File: config.mk
export PLATFORM = sky130hd
export DESIGN_NAME = execute_stage
export DESIGN_NICKNAME = d
export VERILOG_FILES = /design/src/isa_pkg.sv /design/src/exec_pkg.sv /design/src/alu_control.sv /design/src/immediate_extend.sv /design/src/alu.sv /design/src/execute_stage.sv
export VERILOG_INCLUDE_DIRS = /design/src /design/src/src
export SDC_FILE = /design/constraint.sdc
export NUM_CORES = 1
export LEC_CHECK = 0
export BUFFER_PORTS_ARGS = -buffer_cell sky130_fd_sc_hd__buf_2
export CORE_UTILIZATION = 25
export CTS_CLUSTER_DIAMETER = 30
export DETAILED_ROUTE_END_ITERATION = 12
export PLACE_DENSITY = 0.49
export SYNTH_ARGS = -nofsm -noshare
export SYNTH_HDL_FRONTEND = slang
export SYNTH_SLANG_ARGS = --single-unit
File: constraint.sdc
create_clock -name clk -period 5.53 [get_ports clk]
set_input_delay 0.2765 -clock clk [delete_from_list [all_inputs] [get_ports clk]]
set_output_delay 0.2765 -clock clk [all_outputs]
set_load 0.005 [all_outputs]
File: src/exec_settings.svh
`ifndef EXEC_SETTINGS_SVH
`define EXEC_SETTINGS_SVH

// Datapath width
`define EXEC_DATA_W 16

// Rotate and shift count, low bits of operand B
`define EXEC_SHAMT_W 4

// Immediate fields of the I1 and I2 formats
`define EXEC_IMM5_W 5
`define EXEC_IMM8_W 8

`endif

File: src/isa_pkg.sv
`include "exec_settings.svh"

package isa_pkg;

	typedef enum logic [4:0] {
		OP_ADDI  = 5'b01000,
		OP_SUBI  = 5'b01001,
		OP_XORI  = 5'b01010,
		OP_ANDNI = 5'b01011,
		OP_ST    = 5'b10000,
		OP_LD    = 5'b10001,
		OP_SLBI  = 5'b10010,
		OP_STU   = 5'b10011,
		OP_ROLI  = 5'b10100,
		OP_SLLI  = 5'b10101,
		OP_RORI  = 5'b10110,
		OP_SRLI  = 5'b10111,
		OP_LBI   = 5'b11000,
		OP_BTR   = 5'b11001,
		// Register shifts and rotates, picked by func
		OP_SHIFT = 5'b11010,
		// Register arithmetic and logic, picked by func
		OP_ARITH = 5'b11011,
		OP_SEQ   = 5'b11100,
		OP_SLT   = 5'b11101,
		OP_SLE   = 5'b11110,
		OP_SCO   = 5'b11111
	} opcode_e;

	// Same func value means one thing under OP_ARITH and another under OP_SHIFT
	typedef enum logic [1:0] {
		FN_ADD_ROL  = 2'b00,
		FN_SUB_SLL  = 2'b01,
		FN_XOR_ROR  = 2'b10,
		FN_ANDN_SRL = 2'b11
	} func_e;

	typedef struct packed {
		opcode_e    opcode;
		logic [2:0] rs;
		logic [2:0] rt;
		logic [2:0] rd;
		func_e      func;
	} r_format_t;

	typedef struct packed {
		opcode_e                 opcode;
		logic [2:0]              rs;
		logic [2:0]              rd;
		logic [`EXEC_IMM5_W-1:0] imm5;
	} i1_format_t;

	typedef struct packed {
		opcode_e                 opcode;
		logic [2:0]              rs;
		logic [`EXEC_IMM8_W-1:0] imm8;
	} i2_format_t;

	typedef union packed {
		r_format_t  r;
		i1_format_t i1;
		i2_format_t i2;
	} instr_word_u;

endpackage

File: src/exec_pkg.sv
`include "exec_settings.svh"

package exec_pkg;

	typedef enum logic [3:0] {
		ALU_ROL  = 4'b0000,
		ALU_SLL  = 4'b0001,
		ALU_ROR  = 4'b0010,
		ALU_SRL  = 4'b0011,
		ALU_ADD  = 4'b0100,
		ALU_OR   = 4'b0101,
		ALU_XOR  = 4'b0110,
		ALU_AND  = 4'b0111,
		ALU_BTR  = 4'b1000,
		ALU_LBI  = 4'b1001,
		ALU_SLBI = 4'b1010,
		ALU_PASS = 4'b1111
	} alu_op_e;

	typedef enum logic [2:0] {
		SET_NONE = 3'd0,
		SET_EQ   = 3'd1,
		SET_LT   = 3'd2,
		SET_LE   = 3'd3,
		SET_CO   = 3'd4
	} set_sel_e;

	// Operand B source
	localparam logic SRC_REG = 1'b0;
	localparam logic SRC_IMM = 1'b1;

	typedef struct packed {
		alu_op_e  op;
		logic     inv_a;
		logic     inv_b;
		logic     cin;
		logic     sign;
		logic     alu_src;
		set_sel_e set_sel;
	} alu_ctrl_t;

	typedef struct packed {
		logic                    valid;
		isa_pkg::instr_word_u    instr;
		logic [`EXEC_DATA_W-1:0] rs_data;
		logic [`EXEC_DATA_W-1:0] rt_data;
	} exec_req_t;

	typedef struct packed {
		logic                    valid;
		logic [`EXEC_DATA_W-1:0] data;
	} exec_result_t;

endpackage

File: src/alu_control.sv
module alu_control (
	input  isa_pkg::opcode_e    opcode,
	input  isa_pkg::func_e      func,
	output exec_pkg::alu_ctrl_t ctrl
);

	always_comb
	begin
		// Signed pass of Rs unless the opcode says otherwise
		ctrl.op      = exec_pkg::ALU_PASS;
		ctrl.inv_a   = 1'b0;
		ctrl.inv_b   = 1'b0;
		ctrl.cin     = 1'b0;
		ctrl.sign    = 1'b1;
		ctrl.alu_src = exec_pkg::SRC_REG;
		ctrl.set_sel = exec_pkg::SET_NONE;

		casez ({opcode, func})
			{isa_pkg::OP_ADDI, 2'b??}:
			begin
				ctrl.op      = exec_pkg::ALU_ADD;
				ctrl.alu_src = exec_pkg::SRC_IMM;
			end
			// imm - Rs
			{isa_pkg::OP_SUBI, 2'b??}:
			begin
				ctrl.op      = exec_pkg::ALU_ADD;
				ctrl.inv_a   = 1'b1;
				ctrl.cin     = 1'b1;
				ctrl.alu_src = exec_pkg::SRC_IMM;
			end
			{isa_pkg::OP_XORI, 2'b??}:
			begin
				ctrl.op      = exec_pkg::ALU_XOR;
				ctrl.alu_src = exec_pkg::SRC_IMM;
			end
			{isa_pkg::OP_ANDNI, 2'b??}:
			begin
				ctrl.op      = exec_pkg::ALU_AND;
				ctrl.inv_b   = 1'b1;
				ctrl.alu_src = exec_pkg::SRC_IMM;
			end
			{isa_pkg::OP_ROLI, 2'b??}:
			begin
				ctrl.op      = exec_pkg::ALU_ROL;
				ctrl.alu_src = exec_pkg::SRC_IMM;
			end
			{isa_pkg::OP_SLLI, 2'b??}:
			begin
				ctrl.op      = exec_pkg::ALU_SLL;
				ctrl.alu_src = exec_pkg::SRC_IMM;
			end
			{isa_pkg::OP_RORI, 2'b??}:
			begin
				ctrl.op      = exec_pkg::ALU_ROR;
				ctrl.alu_src = exec_pkg::SRC_IMM;
			end
			{isa_pkg::OP_SRLI, 2'b??}:
			begin
				ctrl.op      = exec_pkg::ALU_SRL;
				ctrl.alu_src = exec_pkg::SRC_IMM;
			end
			{isa_pkg::OP_ARITH, isa_pkg::FN_ADD_ROL}: ctrl.op = exec_pkg::ALU_ADD;
			// Rt - Rs
			{isa_pkg::OP_ARITH, isa_pkg::FN_SUB_SLL}:
			begin
				ctrl.op    = exec_pkg::ALU_ADD;
				ctrl.inv_a = 1'b1;
				ctrl.cin   = 1'b1;
			end
			{isa_pkg::OP_ARITH, isa_pkg::FN_XOR_ROR}: ctrl.op = exec_pkg::ALU_XOR;
			{isa_pkg::OP_ARITH, isa_pkg::FN_ANDN_SRL}:
			begin
				ctrl.op    = exec_pkg::ALU_AND;
				ctrl.inv_b = 1'b1;
			end
			{isa_pkg::OP_SHIFT, isa_pkg::FN_ADD_ROL}: ctrl.op = exec_pkg::ALU_ROL;
			{isa_pkg::OP_SHIFT, isa_pkg::FN_SUB_SLL}: ctrl.op = exec_pkg::ALU_SLL;
			{isa_pkg::OP_SHIFT, isa_pkg::FN_XOR_ROR}: ctrl.op = exec_pkg::ALU_ROR;
			{isa_pkg::OP_SHIFT, isa_pkg::FN_ANDN_SRL}: ctrl.op = exec_pkg::ALU_SRL;
			{isa_pkg::OP_BTR, 2'b??}: ctrl.op = exec_pkg::ALU_BTR;
			// Compares all run Rs - Rt through the adder
			{isa_pkg::OP_SEQ, 2'b??}, {isa_pkg::OP_SLT, 2'b??}, {isa_pkg::OP_SLE, 2'b??}:
			begin
				ctrl.op    = exec_pkg::ALU_ADD;
				ctrl.inv_b = 1'b1;
				ctrl.cin   = 1'b1;
				if (opcode == isa_pkg::OP_SEQ)
					ctrl.set_sel = exec_pkg::SET_EQ;
				else if (opcode == isa_pkg::OP_SLT)
					ctrl.set_sel = exec_pkg::SET_LT;
				else
					ctrl.set_sel = exec_pkg::SET_LE;
			end
			{isa_pkg::OP_SCO, 2'b??}:
			begin
				ctrl.op      = exec_pkg::ALU_ADD;
				ctrl.sign    = 1'b0;
				ctrl.set_sel = exec_pkg::SET_CO;
			end
			{isa_pkg::OP_LBI, 2'b??}:
			begin
				ctrl.op      = exec_pkg::ALU_LBI;
				ctrl.alu_src = exec_pkg::SRC_IMM;
			end
			{isa_pkg::OP_SLBI, 2'b??}:
			begin
				ctrl.op      = exec_pkg::ALU_SLBI;
				ctrl.alu_src = exec_pkg::SRC_IMM;
			end
			// Address generation is unsigned
			{isa_pkg::OP_ST, 2'b??}, {isa_pkg::OP_LD, 2'b??}, {isa_pkg::OP_STU, 2'b??}:
			begin
				ctrl.op      = exec_pkg::ALU_ADD;
				ctrl.sign    = 1'b0;
				ctrl.alu_src = exec_pkg::SRC_IMM;
			end
			default: ctrl.op = exec_pkg::ALU_PASS;
		endcase
	end

endmodule

File: src/immediate_extend.sv
`include "exec_settings.svh"

module immediate_extend (
	input  isa_pkg::instr_word_u    instr,
	output logic [`EXEC_DATA_W-1:0] imm
);

	localparam int W = `EXEC_DATA_W;

	isa_pkg::opcode_e opcode;
	logic use_imm8;
	logic zero_ext;
	logic fill5;
	logic fill8;

	// Opcode sits in the same bits in every format
	assign opcode = instr.i1.opcode;

	// LBI and SLBI are the I2 format users
	assign use_imm8 = (opcode == isa_pkg::OP_LBI) || (opcode == isa_pkg::OP_SLBI);

	// Logic immediates and the SLBI low byte are unsigned
	assign zero_ext = (opcode == isa_pkg::OP_XORI) ||
	                  (opcode == isa_pkg::OP_ANDNI) ||
	                  (opcode == isa_pkg::OP_SLBI);

	assign fill5 = ~zero_ext & instr.i1.imm5[`EXEC_IMM5_W-1];
	assign fill8 = ~zero_ext & instr.i2.imm8[`EXEC_IMM8_W-1];

	assign imm = use_imm8 ? {{(W-`EXEC_IMM8_W){fill8}}, instr.i2.imm8}
	                      : {{(W-`EXEC_IMM5_W){fill5}}, instr.i1.imm5};

endmodule

File: src/alu.sv
`include "exec_settings.svh"

module alu (
	input  logic [`EXEC_DATA_W-1:0] a,
	input  logic [`EXEC_DATA_W-1:0] b,
	input  exec_pkg::alu_ctrl_t     ctrl,
	output logic [`EXEC_DATA_W-1:0] data
);

	localparam int W = `EXEC_DATA_W;

	logic [W-1:0] a_eff;
	logic [W-1:0] b_eff;
	logic [W-1:0] sum;
	logic [W-1:0] reversed;
	logic [W-1:0] result;
	logic [2*W-1:0] rol_wide;
	logic [2*W-1:0] ror_wide;
	logic [`EXEC_SHAMT_W-1:0] shamt;
	logic carry;
	logic overflow;
	logic zero;
	logic less;

	assign a_eff = ctrl.inv_a ? ~a : a;
	assign b_eff = ctrl.inv_b ? ~b : b;
	assign shamt = b_eff[`EXEC_SHAMT_W-1:0];

	assign {carry, sum} = {1'b0, a_eff} + {1'b0, b_eff} + {{W{1'b0}}, ctrl.cin};

	// Signed overflow when both inputs agree in sign and the sum does not
	assign overflow = (a_eff[W-1] == b_eff[W-1]) && (sum[W-1] != a_eff[W-1]);
	assign zero     = (sum == '0);
	assign less     = sum[W-1] ^ overflow;

	// Doubled word makes rotates a plain shift
	assign rol_wide = {a_eff, a_eff} << shamt;
	assign ror_wide = {a_eff, a_eff} >> shamt;

	always_comb
	begin
		for (int i = 0; i < W; i++)
		begin
			reversed[i] = a_eff[W-1-i];
		end
	end

	always_comb
	begin
		case (ctrl.op)
			exec_pkg::ALU_ROL:  result = rol_wide[2*W-1:W];
			exec_pkg::ALU_SLL:  result = a_eff << shamt;
			exec_pkg::ALU_ROR:  result = ror_wide[W-1:0];
			exec_pkg::ALU_SRL:  result = a_eff >> shamt;
			exec_pkg::ALU_ADD:  result = sum;
			exec_pkg::ALU_OR:   result = a_eff | b_eff;
			exec_pkg::ALU_XOR:  result = a_eff ^ b_eff;
			exec_pkg::ALU_AND:  result = a_eff & b_eff;
			exec_pkg::ALU_BTR:  result = reversed;
			exec_pkg::ALU_LBI:  result = b_eff;
			// Rs moves up a byte to take the new low byte
			exec_pkg::ALU_SLBI: result = (a_eff << `EXEC_IMM8_W) | b_eff;
			default:            result = a_eff;
		endcase
	end

	always_comb
	begin
		case (ctrl.set_sel)
			exec_pkg::SET_EQ: data = W'(zero);
			exec_pkg::SET_LT: data = W'(less);
			exec_pkg::SET_LE: data = W'(less | zero);
			exec_pkg::SET_CO: data = W'(carry);
			default:          data = result;
		endcase
	end

endmodule

File: src/execute_stage.sv
`include "exec_settings.svh"

module execute_stage (
	input  logic                   clk,
	input  logic                   reset,
	input  exec_pkg::exec_req_t    req,
	output exec_pkg::exec_result_t rsp
);

	exec_pkg::alu_ctrl_t ctrl;
	logic [`EXEC_DATA_W-1:0] imm;
	logic [`EXEC_DATA_W-1:0] operand_b;
	logic [`EXEC_DATA_W-1:0] alu_data;

	alu_control u_alu_control (
		.opcode (req.instr.r.opcode),
		.func   (req.instr.r.func),
		.ctrl   (ctrl)
	);

	immediate_extend u_immediate_extend (
		.instr (req.instr),
		.imm   (imm)
	);

	// Operand B from Rt or the extended immediate
	assign operand_b = (ctrl.alu_src == exec_pkg::SRC_IMM) ? imm : req.rt_data;

	alu u_alu (
		.a    (req.rs_data),
		.b    (operand_b),
		.ctrl (ctrl),
		.data (alu_data)
	);

	// One result register, a new item every cycle
	always_ff @(posedge clk)
	begin
		if (reset)
		begin
			rsp <= '0;
		end
		else
		begin
			rsp.valid <= req.valid;
			rsp.data  <= alu_data;
		end
	end

endmodule

==> results.md <==
- Count of unique library cells instantiated by Yosys: 84
- Largest register FFs: 17
- Most frequently used cell type in the post-synthesis netlist: o21ai_0
- Initial core utilization: 25.83%
- Final setup vio count: 0
- Number of iterations in the first detailed-routing pass: 7
- WL/cell: ~21 um
- Mapped Nets: 770
- Number of vias per cell: between 5 and 6
- Storage cell area: roughly 340 um^2
- Total routing usage reported by global routing: 22.21%
- Crit-path max FO: 8
- 1st-iter DRT viols: between 600 and 700
- Final-report max-slew violation count: 0
- Worst Max-Slew Pin Slew: 0.9394 ns
- Final-layout worst hold slack: 0.2470 ns
- Number of global-route vias before repair: 5822
- Achievable Freq: about 190 MHz
- Antenna violations before repair: 0
- Cell at the root of the clock tree: clkbuf_16
- Setup TNS: 0 ns
- Startpoint types: input port
- Number of hold buffers added after cts: 0
- Number of nets at the end of the flow: 881
- Worst vdd ir: between 70 and 80 uV
- Register with the most flip-flops: rsp
- Slew headroom: between 30% and 40%
- Unrepaired setup endpoints after global routing: false
- Horizontal extent of the die: between 100 and 150 um
- Area occupied by multi-input gates: between 4000 and 5000 um^2
- Sink of the worst hold path: rsp[16]
- Num rows: between 50 and 60
- Cell accounting for the most synthesized area: xnor2_1
- Number of filler cells placed in the layout: ~2100
- Portion of synthesized cell area occupied by the leading cell type: around a tenth
- Count of antenna diodes in the layout: 0
- Crit path arrival time: about 5.3 ns
- Leading cell types by count after synthesis: 64 x o21ai_0, 55 x xnor2_1, 49 x nand2_1
- Number of standard cells after synthesis: between 600 and 700
- Clock sinks: 17
- Biggest registers after layout: rsp (17)
- Count of input and output buffers: 64
- Post-synthesis instance area: between 5000 and 6000 um^2
- Core Area: between 15000 and 20000 um^2
- Post-layout total power: 1.305 mW
- Post-Place Worst Slack: -0.2537 ns
- Min Tclk post-route: ~5.1 ns
- Total global routing overflow: 0
- Detailed placer's ending HPWL: around 19000 um
- TritonCTS clock tree: yes
- Layout Area Growth over Synthesis: 25.25%
- Required time of the critical path: between 5 and 6 ns
- Number of synthesis warnings: 0
- Hold_sp: req[48]
- Total DRC errors in the routed layout: 0
- Final worst-path cycle share: 92.94%
- Synth area leaders: xnor2_1 9.5%, mux2i_1 7.1%, dfxtp_1 6.7%
- Die Footprint: between 20000 and 25000 um^2
- Global-route wire length before repair: about 35000 um
- Number of primary I/O pins: 68
- Worst Path Class, Setup: in2reg
- Number of synthesized flops with an enable pin: 0
- Power density over the cells: just over 200 nW/um^2
- Via Count: ~6100
- Largest net degree at the start of global routing: 39
- CP Capture Type: flip-flop
- Number of nets still failing antenna checks after routing: 0
- Share of post-route cells with drive strength above 1: between 20% and 30%
- Max-cap check violation count: 0
- Fin worst setup slack: roughly 0.39 ns
- Total CTS buffers: 3
- Most used flip-flop cell after synthesis: dfxtp_1
- Number of hold violations in the final report: 0
- H-tree levels: 1
- Status: complete, no violations
- Hold-critical path depth: 2
- Maximum buffer depth of the clock tree: 2
- Vertical extent of the die: roughly 140 um
- Post-synthesis sequential area ratio: 6.681%
- Clock transition at the registers of the reported paths: 0.05 ns
- Mean post-synth cell area: ~7.3 um^2
- Number of storage elements in the synthesis netlist: 17
- Hold WC Path Type: in2reg
- Static Leakage: 2.575 nW
- Routability congestion estimate: just over 1
- Proportion of register bits with asynchronous set or reset after synthesis: 0%
- Aggregate routed wire length: between 20000 and 25000 um
cells by family after synthesis:
family / after synthesis / share of synthesized area, %
AO/OA/AOI/OAI: 271 / 37.26
AND/OR/NAND/NOR: 193 / 18.74
buffers and inverters: 85 / 8.303
XOR/XNOR: 60 / 10.69
multiplexers: 53 / 12.97
adder cells (fa/ha/maj): 20 / 5.355
flip-flops: 17 / 6.681
worst max-delay path by stage:
stage                  from     end  slack (ns)  cells after the start
detailed placement  req[46]  rsp[0]       -0.25                     24
global route        req[46]  rsp[0]        0.06                     24
finish              req[47]  rsp[0]        0.39                     23
floorplan           req[43]  rsp[0]        0.02                     26
global placement    req[46]  rsp[0]       -0.08                     24
CTS                 req[43]  rsp[0]        0.01                     25
power by group:
part	internal (mW)	switching, mW
clock network	0.0966	0.0444
registers	0.138	0.00359
logic	0.412	0.610
stage by stage:
step	utilization [%]	area, um^2	std cells
2_1_floorplan	-	5130	699
3_3_place_gp	31.46	6203	1070
3_5_place_dp	31.46	6203	1070
4_1_cts	31.91	6292	1074
5_1_grt	32.36	6380	1074
6_report	32.36	6380	1074
metal layers:
metal / part of all wire, % / GRT usage (%) / wire, um
met3: 9.4 / 3.949 / 2158
met5: 0 / 0 / 0
met4: 3.3 / 6.870 / 760
met2: 42 / 34.41 / 9703
met1: 45 / 30.95 / 10250
area by class of cell:
type,instances,area share (%)
multi-input combinational,597,70.05
timing repair buffer,159,16.20
sequential,17,5.334
tap,265,5.197
inverter,32,1.961
clock buffer,3,1.177
clock inverter,1,0.07845
worst max-delay path, cell delays in order:
cell and delay [ns]:
buf_2 0.14, buf_4 0.14, nor2_1 0.20, o211ai_4 0.11
buf_4 0.17, buf_4 0.14, xnor2_1 0.47, ha_1 0.41
and3_1 0.21, a21oi_2 0.16, a31oi_2 0.13, a21o_1 0.19
a21o_1 0.18, a21o_1 0.17, a21o_1 0.18, fa_1 0.50
nor4_2 0.18, o2111ai_1 0.16, or4_4 0.45, nor4_4 0.15
o2111ai_2 0.13, o31a_1 0.28, a211oi_2 0.16
placed cells by master (no fill, tap or decap), types with 4 or more instances in the layout:
cell type,netlist,layout
a211oi_1,15,14
a21o_1,9,9
a21oi_1,47,44
a221o_1,5,5
a221oi_1,23,23
a22oi_1,7,7
a31oi_1,15,14
and2_1,6,6
and3_1,9,9
buf_2,16,64
buf_4,4,95
dfxtp_1,17,17
ha_1,17,16
inv_1,28,28
mux2_2,4,4
mux2i_1,36,35
mux4_2,9,9
nand2_1,49,49
nand2b_1,15,14
nand3_1,15,15
nand4_1,4,4
nor2_1,48,48
nor2b_1,7,7
nor3_1,16,16
o2111ai_1,7,5
o211ai_1,7,7
o21a_1,6,6
o21ai_0,64,64
o21ai_1,7,7
o221ai_1,4,4
o22ai_1,12,12
o31ai_1,5,4
or2_2,5,5
xnor2_1,55,52
xor2_1,4,4
what timing repair did:
action                                  in CTS  in global routing
setup buffers                                0                  0
endpoints found under the setup margin       1                  1
gates cloned                                 0                  0
pin swaps                                    0                  4
resized for setup                            2                 16
No activity file was read; power rests on OpenSTA's default activity.
